$ cat config.mk
export PLATFORM = sky130hd
export DESIGN_NAME = segDisplay
export DESIGN_NICKNAME = d
export VERILOG_FILES = /design/src/segDisplayPkg.sv /design/src/digitDecoder.sv /design/src/scanTimer.sv /design/src/displayRegs.sv /design/src/displayScanner.sv /design/src/segDisplay.sv
export SDC_FILE = /design/constraint.sdc
export NUM_CORES = 1
export LEC_CHECK = 0
export BUFFER_PORTS_ARGS = -buffer_cell sky130_fd_sc_hd__clkbuf_2
export CORE_ASPECT_RATIO = 1.1
export CORE_MARGIN = 4
export CORE_UTILIZATION = 50
export CTS_CLUSTER_SIZE = 30
export DETAILED_ROUTE_END_ITERATION = 8
export GPL_TIMING_DRIVEN = 0
export PLACE_DENSITY = 0.73
export SLEW_MARGIN = 15
export SYNTH_ARGS = -nofsm -noshare
export SYNTH_HDL_FRONTEND = slang
export SYNTH_SLANG_ARGS = --single-unit
$ cat constraint.sdc
create_clock -name clk -period 3.1 [get_ports clk]
set_clock_uncertainty 0.1 [all_clocks]
set_input_delay 0.155 -clock clk [delete_from_list [all_inputs] [get_ports clk]]
set_output_delay 0.155 -clock clk [all_outputs]
set_load 0.01 [all_outputs]
$ cat src/segDisplayPkg.sv
package segDisplayPkg;

    // ======================================================================
    // Bus and register map
    // ======================================================================
    localparam int DataWidth = 32;
    localparam int AddrWidth = 8;
    localparam int LaneCount = 4;

    localparam logic [AddrWidth-1:0] DigitAddr = 8'd0;
    localparam logic [AddrWidth-1:0] CtrlAddr  = 8'd1;

    // ======================================================================
    // Digit byte layout
    // ======================================================================
    localparam int DigitCount = 4;
    localparam int DigitBits  = 8;

    // Hex value, decimal point and enable within one digit byte.
    localparam int ValueLsb   = 0;
    localparam int ValueWidth = 4;
    localparam int DotBit     = 4;
    localparam int EnableBit  = 5;

    // ======================================================================
    // Control register and reset values
    // ======================================================================
    localparam int ModeWidth = 4;

    // Modes 0 to 3 light a single digit, this one cycles through all of them.
    localparam logic [ModeWidth-1:0] ModeScan = 4'd15;

    localparam logic [DataWidth-1:0] DigitReset = 32'h0000_0000;
    localparam logic [DataWidth-1:0] CtrlReset  = 32'h0000_0001;

    // ======================================================================
    // Display outputs and timing
    // ======================================================================
    // Segments a to g on bits 0 to 6, dot on bit 7, high means lit.
    localparam int SegWidth = 8;

    // Digit selects are active low.
    localparam logic [DigitCount-1:0] SelBlank = '1;

    localparam int ScanDivideDefault = 65536;

endpackage

$ cat src/digitDecoder.sv
`timescale 1ns/1ps

module digitDecoder (
    input  logic [segDisplayPkg::ValueWidth-1:0] value,
    input  logic                                 dot,
    input  logic                                 enable,
    output logic [segDisplayPkg::SegWidth-1:0]   seg
);

    logic [6:0] glyph;

    // Segment order is g f e d c b a, msb first.
    always_comb begin
        case (value)
            4'h0: glyph = 7'b011_1111;
            4'h1: glyph = 7'b000_0110;
            4'h2: glyph = 7'b101_1011;
            4'h3: glyph = 7'b100_1111;
            4'h4: glyph = 7'b110_0110;
            4'h5: glyph = 7'b110_1101;
            4'h6: glyph = 7'b111_1101;
            4'h7: glyph = 7'b000_0111;
            4'h8: glyph = 7'b111_1111;
            4'h9: glyph = 7'b110_1111;
            4'hA: glyph = 7'b111_0111;
            4'hB: glyph = 7'b111_1100;
            4'hC: glyph = 7'b011_1001;
            4'hD: glyph = 7'b101_1110;
            4'hE: glyph = 7'b111_1001;
            4'hF: glyph = 7'b111_0001;
            default: glyph = 7'b000_0000;
        endcase
    end

    // A disabled digit stays dark, dot included.
    always_comb begin
        if (enable) begin
            seg = {dot, glyph};
        end else begin
            seg = '0;
        end
    end

endmodule

$ cat src/scanTimer.sv
`timescale 1ns/1ps

module scanTimer #(
    parameter int ScanDivide = segDisplayPkg::ScanDivideDefault
) (
    input  logic clk,
    input  logic rstn,
    output logic scanTick
);

    localparam int CountWidth = (ScanDivide > 1) ? $clog2(ScanDivide) : 1;
    localparam logic [CountWidth-1:0] CountLast = CountWidth'(ScanDivide - 1);

    logic [CountWidth-1:0] count;
    logic                  wrap;

    assign wrap = (count == CountLast);

    // Free-running divider inside the clk domain.
    always_ff @(posedge clk or negedge rstn) begin
        if (!rstn) begin
            count <= '0;
        end else if (wrap) begin
            count <= '0;
        end else begin
            count <= count + 1'b1;
        end
    end

    // One-cycle pulse on the wrap cycle.
    assign scanTick = wrap;

endmodule

$ cat src/displayRegs.sv
`timescale 1ns/1ps

module displayRegs (
    input  logic                                 clk,
    input  logic                                 rstn,
    input  logic [segDisplayPkg::AddrWidth-1:0]  addrIn,
    input  logic [segDisplayPkg::LaneCount-1:0]  sizeDecode,
    input  logic [segDisplayPkg::DataWidth-1:0]  dataIn,
    input  logic [segDisplayPkg::AddrWidth-1:0]  addrOut,
    output logic [segDisplayPkg::DataWidth-1:0]  dataOut,
    output logic [segDisplayPkg::DataWidth-1:0]  digitWord,
    output logic [segDisplayPkg::DataWidth-1:0]  ctrlWord
);

    import segDisplayPkg::*;

    localparam int LaneBits = DataWidth / LaneCount;

    logic [DataWidth-1:0] digitReg;
    logic [DataWidth-1:0] ctrlReg;
    logic [DataWidth-1:0] readData;
    logic                 digitHit;
    logic                 ctrlHit;

    // ======================================================================
    // Write side
    // ======================================================================
    assign digitHit = (addrIn == DigitAddr);
    assign ctrlHit  = (addrIn == CtrlAddr);

    // Each strobed byte lane loads on its own.
    always_ff @(posedge clk or negedge rstn) begin
        if (!rstn) begin
            digitReg <= DigitReset;
        end else if (digitHit) begin
            for (int lane = 0; lane < LaneCount; lane++) begin
                if (sizeDecode[lane]) begin
                    digitReg[lane*LaneBits +: LaneBits] <= dataIn[lane*LaneBits +: LaneBits];
                end
            end
        end
    end

    always_ff @(posedge clk or negedge rstn) begin
        if (!rstn) begin
            ctrlReg <= CtrlReset;
        end else if (ctrlHit) begin
            for (int lane = 0; lane < LaneCount; lane++) begin
                if (sizeDecode[lane]) begin
                    ctrlReg[lane*LaneBits +: LaneBits] <= dataIn[lane*LaneBits +: LaneBits];
                end
            end
        end
    end

    // ======================================================================
    // Read side
    // ======================================================================
    // Unmapped addresses read as zero.
    always_comb begin
        if (addrOut == DigitAddr) begin
            readData = digitReg;
        end else if (addrOut == CtrlAddr) begin
            readData = ctrlReg;
        end else begin
            readData = '0;
        end
    end

    // Registered, so a same-edge write returns the old contents.
    always_ff @(posedge clk or negedge rstn) begin
        if (!rstn) begin
            dataOut <= '0;
        end else begin
            dataOut <= readData;
        end
    end

    assign digitWord = digitReg;
    assign ctrlWord  = ctrlReg;

endmodule

$ cat src/displayScanner.sv
`timescale 1ns/1ps

module displayScanner (
    input  logic                                 clk,
    input  logic                                 rstn,
    input  logic                                 scanTick,
    input  logic [segDisplayPkg::ModeWidth-1:0]  mode,
    input  logic [segDisplayPkg::SegWidth-1:0]   seg0,
    input  logic [segDisplayPkg::SegWidth-1:0]   seg1,
    input  logic [segDisplayPkg::SegWidth-1:0]   seg2,
    input  logic [segDisplayPkg::SegWidth-1:0]   seg3,
    output logic [segDisplayPkg::SegWidth-1:0]   seg,
    output logic [segDisplayPkg::DigitCount-1:0] segSel
);

    import segDisplayPkg::*;

    localparam int PosWidth = $clog2(DigitCount);

    logic [PosWidth-1:0]   scanPos;
    logic [PosWidth-1:0]   digitIdx;
    logic                  showDigit;
    logic                  scanMode;
    logic [SegWidth-1:0]   pickSeg;
    logic [DigitCount-1:0] pickSel;

    assign scanMode = (mode == ModeScan);

    // ======================================================================
    // Digit selection
    // ======================================================================
    always_comb begin
        showDigit = 1'b0;
        digitIdx  = mode[PosWidth-1:0];
        if (scanMode) begin
            showDigit = 1'b1;
            digitIdx  = scanPos;
        end else if (mode < ModeWidth'(DigitCount)) begin
            showDigit = 1'b1;
        end
    end

    always_comb begin
        case (digitIdx)
            2'd0: pickSeg = seg0;
            2'd1: pickSeg = seg1;
            2'd2: pickSeg = seg2;
            default: pickSeg = seg3;
        endcase
    end

    // Active-low one-hot select, or nothing in blank modes.
    always_comb begin
        if (showDigit) begin
            pickSel = ~(DigitCount'(1) << digitIdx);
        end else begin
            pickSel = SelBlank;
        end
    end

    // ======================================================================
    // Output registers
    // ======================================================================
    always_ff @(posedge clk or negedge rstn) begin
        if (!rstn) begin
            seg    <= '0;
            segSel <= SelBlank;
        end else if (scanTick) begin
            segSel <= pickSel;
            if (showDigit) begin
                seg <= pickSeg;
            end else begin
                seg <= '0;
            end
        end
    end

    // Position only moves in scan mode and holds otherwise.
    always_ff @(posedge clk or negedge rstn) begin
        if (!rstn) begin
            scanPos <= '0;
        end else if (scanTick && scanMode) begin
            scanPos <= scanPos + 1'b1;
        end
    end

endmodule

$ cat src/segDisplay.sv
`timescale 1ns/1ps

module segDisplay #(
    parameter int ScanDivide = segDisplayPkg::ScanDivideDefault
) (
    input  logic                                 clk,
    input  logic                                 rstn,
    input  logic [segDisplayPkg::AddrWidth-1:0]  addrIn,
    input  logic [segDisplayPkg::AddrWidth-1:0]  addrOut,
    input  logic [segDisplayPkg::LaneCount-1:0]  sizeDecode,
    input  logic [segDisplayPkg::DataWidth-1:0]  dataIn,
    output logic [segDisplayPkg::DataWidth-1:0]  dataOut,
    output logic [segDisplayPkg::SegWidth-1:0]   seg,
    output logic [segDisplayPkg::DigitCount-1:0] segSel
);

    import segDisplayPkg::*;

    logic [DataWidth-1:0] digitWord;
    logic [DataWidth-1:0] ctrlWord;
    logic [SegWidth-1:0]  seg0;
    logic [SegWidth-1:0]  seg1;
    logic [SegWidth-1:0]  seg2;
    logic [SegWidth-1:0]  seg3;
    logic                 scanTick;

    displayRegs regs (
        .clk        (clk),
        .rstn       (rstn),
        .addrIn     (addrIn),
        .sizeDecode (sizeDecode),
        .dataIn     (dataIn),
        .addrOut    (addrOut),
        .dataOut    (dataOut),
        .digitWord  (digitWord),
        .ctrlWord   (ctrlWord)
    );

    // One decoder per byte of the digit register.
    digitDecoder dec0 (
        .value  (digitWord[0*DigitBits+ValueLsb +: ValueWidth]),
        .dot    (digitWord[0*DigitBits+DotBit]),
        .enable (digitWord[0*DigitBits+EnableBit]),
        .seg    (seg0)
    );

    digitDecoder dec1 (
        .value  (digitWord[1*DigitBits+ValueLsb +: ValueWidth]),
        .dot    (digitWord[1*DigitBits+DotBit]),
        .enable (digitWord[1*DigitBits+EnableBit]),
        .seg    (seg1)
    );

    digitDecoder dec2 (
        .value  (digitWord[2*DigitBits+ValueLsb +: ValueWidth]),
        .dot    (digitWord[2*DigitBits+DotBit]),
        .enable (digitWord[2*DigitBits+EnableBit]),
        .seg    (seg2)
    );

    digitDecoder dec3 (
        .value  (digitWord[3*DigitBits+ValueLsb +: ValueWidth]),
        .dot    (digitWord[3*DigitBits+DotBit]),
        .enable (digitWord[3*DigitBits+EnableBit]),
        .seg    (seg3)
    );

    scanTimer #(
        .ScanDivide (ScanDivide)
    ) timer (
        .clk      (clk),
        .rstn     (rstn),
        .scanTick (scanTick)
    );

    displayScanner scanner (
        .clk      (clk),
        .rstn     (rstn),
        .scanTick (scanTick),
        .mode     (ctrlWord[ModeWidth-1:0]),
        .seg0     (seg0),
        .seg1     (seg1),
        .seg2     (seg2),
        .seg3     (seg3),
        .seg      (seg),
        .segSel   (segSel)
    );

endmodule

==> Yosys cells after proc, flatten, opt, wreduce, memory -nomap -nowiden <==
Memory sizes are Yosys's and may differ from the RTL's.
Cells that the tools add are included.
{ "classes": {"addsub": 2, "n_mul": 0, "div_mod_pow": 0, "n_lt_le_gt_ge": 1, "eq_ne": 6, "shifts": 1, "muxes": 13, "bitwise_logic": 1, "reduce_logical": 12} }
{ "ops": {"columns": ["operator", "count"], "rows": [
  ["2-to-1 mux 32 bit", 2],
  ["2-to-1 mux 8 bit", 5],
  ["one-hot mux 8 bit (3 select lines)", 1],
  ["adder 16 x 1 -> 16 bit, second input constant", 1],
  ["equality test 16 bit, second input constant", 1],
  ["equality test 8 x 1 -> 1 bit, second input constant", 2],
  ["zero test 8 bit", 2],
  ["2-to-1 mux 16 bit", 1],
  ["AND reduction 2 bit", 8],
  ["equality test 4 bit, second input constant", 1],
  ["less-than comparator 4 x 3 -> 1 bit, second input constant", 1],
  ["2-to-1 mux 4 bit", 1],
  ["NOT 4 bit", 1],
  ["left shift 1 x 2 -> 4 bit, first input constant", 1],
  ["adder 2 x 1 -> 2 bit, second input constant", 1],
  ["equality test 2 x 1 -> 1 bit, second input constant", 1],
  ["equality test 2 bit, second input constant", 1],
  ["zero test 2 bit", 1],
  ["2-to-1 mux 1 bit", 2],
  ["2-to-1 mux 2 bit", 1],
  ["logical AND 1 bit", 1]
]} }
{ "totals": {"regBits": 126, "latchBits": 0, "ram_bits": 0, "romBits": 448, "out_inout_bits": 44, "word_cells": 53, "n_memories": 4} }
{ "memory_table": {"columns": ["name", "depth", "width", "rd", "rd_clocked_by_memory_dff", "wr", "line_no", "source"], "rows": [
  ["(no name shown)", 16, 7, 1, 0, 0, "digitDecoder.sv:14", "case (value)"],
  ["(no name shown)", 16, 7, 1, 0, 0, "digitDecoder.sv:14", null],
  ["(no name shown)", 16, 7, 1, 0, 0, "digitDecoder.sv:14", null],
  ["(no name shown)", 16, 7, 1, 0, 0, "digitDecoder.sv:14", null]
]} }

==> Longest topological paths before layout <==
{ "logic_depth": {"word_depth": 5, "mapped_depth": 7, "mapped_depth_nobuf": 7} }

==> Modules after synthesis <==
From an unflattened synthesis, not the netlist that was laid out.
{ "hier_totals": {"hier_cells": 556, "area_unflattened_um2": 6506.2} }
{ "by_module_without_submodules": {"columns": ["mod", "n_inst", "cells_each", "area_each_um2", "seq_area_each_um2"], "rows": [
  ["displayRegs", 1, 246, 3748.6, 2403.6],
  ["digitDecoder at dec0 ...", 3, 38, 295.3, 0.0],
  ["displayScanner", 1, 90, 834.6, 355.3],
  ["scanTimer", 1, 68, 754.5, 400.4],
  ["digitDecoder at dec1", 1, 38, 282.8, 0.0]
]} }

==> Least setup slack after synthesis <==
OpenSTA, ideal clock, no wires.
{ "synth_path": {"path_type": "flip-flop to flip-flop", "startpoint": "register regs.digitReg[1], in the netlist regs.digitWord[1]", "endpoint": "register scanner.seg[0] (netlist bit)", "arrival_time_ns": 1.688, "path_slack_ns": 1.191, "stages_incl_launch_ff": 8, "path_buffers": 0, "synth_period_minus_slack_ns": 1.909, "path_cell_list": "dfrtp_1 > inv_1 > ha_1 > nor2b_1 > or3b_2 > o21ai_0 > o221ai_1 > a32o_1"} }
{ "synth_via": {"elab_chain_cells": 4} }
{ "synth_rtl": {"columns": ["element", "line_no", "source"], "rows": [
  ["start: declaration", "displayRegs.sv:19", "logic [DataWidth-1:0] digitReg;"],
  ["start signal: assignment", "displayRegs.sv:34", "digitReg <= DigitReset;"],
  ["start signal: indexed assignment", "displayRegs.sv:38", "digitReg[lane*LaneBits +: LaneBits] <= dataIn[lane*LaneBits +: LaneBits];"],
  ["memory (16 x 7 bit)", null, null],
  ["2-to-1 mux 8 bit", "digitDecoder.sv:37", "if (enable) begin"],
  ["one-hot mux 8 bit (3 select lines)", "displayScanner.sv:44", "case (digitIdx)"],
  ["2-to-1 mux 8 bit", "displayScanner.sv:70", "if (showDigit) begin"],
  ["end signal: assignment", "displayScanner.sv:71", "seg <= pickSeg;"],
  ["end: declaration", "displayScanner.sv:12", "output logic [segDisplayPkg::SegWidth-1:0] seg,"]
]} }
Every way passes these cells.
A chain may end at the register's enable or synchronous reset.

==> Final worst setup path <==
Same ends and word-level chain as after synthesis.

==> run_results.csv <==
group,metric,value,unit
run_status,outcome,"finished, final reports clean",
power,p_switching,890,µW
drt,routedWlPerCell,17.5,µm
synthesis,netlist_top_cells_area,"dfrtp_1 (49%), mux2_2 (12%), ha_1 (5.1%), a22o_1 (4.8%), dfstp_2 (2.1%)",
drt,totalWireLength,14600,µm
cts,cts.sinks,126,
synthesis,yosys.area.top_type,"dfrtp_1",
sta,report.final.setup_viol,0,
placed_design,place_area,6890,µm²
cells_and_area,nets,747,
cells_and_area,num-fill-cells,959,
cells_and_area,drive_above_1_share,0.336,
synthesis,synth_compound_area_frac,0.130,
power,comb_power_share,0.071,
synthesis,synthAdderAreaFrac,0.0506,
cells_and_area,area_delta_synth_final,26.8,%
sta,worst-slew-pin-transition,0.738,ns
cts,clock_path_buffers,2,
power,internal-power,3150,µW
sta,drv_slew,0,
power,p_clk_frac,0.504,
drt,viasPerCell,5.56,
synthesis,async_flop_share,1.00,
cts,h-tree-depth,4,
synthesis,synth_top_area_share,0.490,
worst_setup_path,reg2regPathDepth,7,
worst_setup_path,crit_fanout,8,
sta,fmax,446,MHz
cts,cts_tree,"built",
power,ir_worst_vdd,0.356,mV
worst_setup_path,critical_path.top_delay_family,"compound AO/OA/AOI/OAI gates",
die,die_x,114,µm
cells_and_area,fin_area,7830,µm²
power,p_seq_frac,0.425,
cells_and_area,most-common-layout-cells,"dfrtp_1 (121), clkbuf_2 (96), mux2_2 (68), a22o_1 (34), dlygate4sd3_1 (33)",
power,power-per-cell-area,516,nW/µm²
die,core_region_area,12100,µm²
worst_setup_path,path_depth,7,
placed_design,dp_hpwl,10200,µm
flow_run,maxCapViolCount,0,
drt,drt-pass1-iter-count,4,
cts,root_buffer,"clkbuf_16",
synthesis,yosysWarnings,0,
die,start_util,0.511,
cts,clk_pin_slew,0.05,ns
cells_and_area,insertedDiodeCount,0,
synthesis,postSynthCellCount,518,
drt,antenna_left,0,
min_path,worst_hold_path_type,"in -> reg",
worst_setup_path,cp-end-kind,"register",
die,num_rows,42,
synthesis,synth-seq-area-share,0.511,
placed_design,gp_congestion,0.896,
min_path,hold_depth,3,
die,io-pin-count,98,
worst_setup_path,max_stage_delay,0.48,ns
global_routing,grt-ovfl-total,0,
synthesis,avgSynthCellArea,11.9,µm²
worst_setup_path,worst_ep_arrival_time,2.44,ns
synthesis,synth_ff_type,"dfrtp_1",
worst_setup_path,critical_path.cell_chain,"inv_1 > ha_1 > nor2b_1 > or3b_2 > o21ai_0 > o221ai_1 > a32o_1",
global_routing,grt_max_degree,78,
worst_setup_path,critPathKind,"reg -> reg",
worst_setup_path,cp-start-kind,"register",
global_routing,antenna_found_initial,0,
sta,holdWs,0.133,ns
cts,numCtsBuffers,17,
cts,clock_latency,0.42,ns
synthesis,yosys.area_share.simple,0.109,
sta,relSlewSlack,0.506,
power,swShare,0.220,
power,p_total,4040,µW
cts,post-cts-setup-buffer-count,0,
sta,rsz0062_at_grt,"no",
placed_design,port_buffers,97,
synthesis,synth_xor_area_frac,0.0227,
cells_and_area,seq_area,3160,µm²
synthesis,ys_seq_elements,126,
synthesis,syn_nets,597,
sta,fin_crit,2.24,ns
synthesis,netlist_area,6180,µm²
worst_setup_path,cp_num_buf_inv,1,
sta,post-route-period-util,0.723,
synthesis,muxShareOfSynthArea,0.143,
cells_and_area,multiInputGateArea,2820,µm²
drt,drt-initial-drc-count,285,
die,die_h,125,µm
global_routing,grt_util_all_layers,0.214,
drt,num_vias,4645,
power,p_leak,0.00377,µW
global_routing,grt_pass1_vias,4851,
sta,hold_viol_final,0,
synthesis,synth_edf_count,0,
die,dieArea,14200,µm²
synthesis,synth_top_family_by_area,"multiplexers",
cells_and_area,layout_commonest_cell,"dfrtp_1",
worst_setup_path,required,3.30,ns
global_routing,grt_pass1_wl,24200,µm
drt,drc_errors,0,
synthesis,yosysUniqueCellTypes,53,
worst_setup_path,crit_slowest_cell,"dfrtp_1",
## cells in the mapped netlist (all sizes together), types with 2 or more instances
| library cell | number |
|---|---|
| dfrtp | 121 |
| mux2 | 68 |
| a22o | 34 |
| nand2 | 32 |
| ha | 25 |
| nor2 | 24 |
| clkbuf | 20 |
| o21ai | 19 |
| nand3 | 17 |
| inv | 16 |
| buf | 11 |
| xor2 | 11 |
| nor2b | 8 |
| a32o | 7 |
| mux2i | 7 |
| a31oi | 6 |
| nand2b | 6 |
| o211ai | 6 |
| o221ai | 6 |
| o31ai | 6 |
| a21oi | 5 |
| dfstp | 5 |
| nand4 | 5 |
| nor3 | 5 |
| o311ai | 5 |
| xnor2 | 5 |
| and2 | 4 |
| and3 | 4 |
| nor4 | 4 |
| a211oi | 3 |
| nand3b | 3 |
| nand4b | 3 |
| a21o | 2 |
| and4 | 2 |
| mux4 | 2 |
| o21bai | 2 |
| or3 | 2 |
| or3b | 2 |
## cells by family (layout without fill, tap and decap cells)
logic type	after synthesis	count (layout)
DFF	126	126
and+or+nand+nor	122	122
AOI/OAI and AO/OA	105	105
muxes	77	77
buffers and inverters	47	210
adders and majority gates	25	25
xor gates and xnor gates	16	16
## power groups by stage
stage	Clock, µW	Combinational (µW)	Sequential [µW]
after floorplan	0	142	1740
after global placement	0	237	1740
after detailed placement	0	254	1750
after CTS	2050	288	1720
after global routing	2130	320	1720
final	2030	287	1720
## what timing repair did
action                                 4_1_cts  5_1_grt
hold buffers                                33        0
endpoints found under the hold margin      115        0
resized for setup                            0        0
## through the flow
step	utilization	setup slack, ns	setup TNS [ns]	instances
2_1_floorplan	-	1.19	0	518
3_3_place_gp	0.567	-0.0551	-5.46	769
3_5_place_dp	0.570	0.902	0	770
4_1_cts	0.648	0.884	0	835
5_1_grt	0.648	0.739	0	835
6_report	0.648	0.859	0	835
## state kept, by name, summed over array words and instances (netlist names)
register and count:
timer.count 16, regs.dataOut 32, scanner.seg 8, regs.ctrlWord 32, regs.digitWord 32, scanner.scanPos 2, scanner.segSel 4
## cell type report
type / count / area share
Multi-Input combinational cell: 345 / 0.359
Clock inverter: 10 / 0.0174
Inverter: 16 / 0.00767
Sequential cell: 126 / 0.403
Clock buffer: 22 / 0.0605
Timing Repair Buffer: 131 / 0.109
Buffer: 31 / 0.0182
Tap cell: 154 / 0.0246
## path summary, 6_finish.rpt
kind / slack, ns / to / start
worst min-delay path: 0.13 / regs.ctrlWord[21] / sizeDecode[2]
max in group asynchronous: 2.06 / regs.ctrlWord[0] / rstn
worst max-delay path: 0.86 / scanner.seg[0] / regs.digitWord[1]
min in group asynchronous: 0.15 / regs.dataOut[7] / rstn
worst min register to register: 0.37 / timer.count[4] / timer.count[4]
worst max register to register: 0.86 / scanner.seg[0] / regs.digitWord[1]
## metal layers
metal,GRT usage,share of wire,vias up
met5,0,0,-
li1,-,-,2195
met3,0.0505,0.048,20
met2,0.368,0.52,115
met4,0.0671,0.015,0
met1,0.265,0.42,2315
## worst min-delay path, stage by stage
cell	delay, ns
clkbuf_2	0.09
nand2_2	0.18
mux2_2	0.19
(Power assumes the default switching activity.)
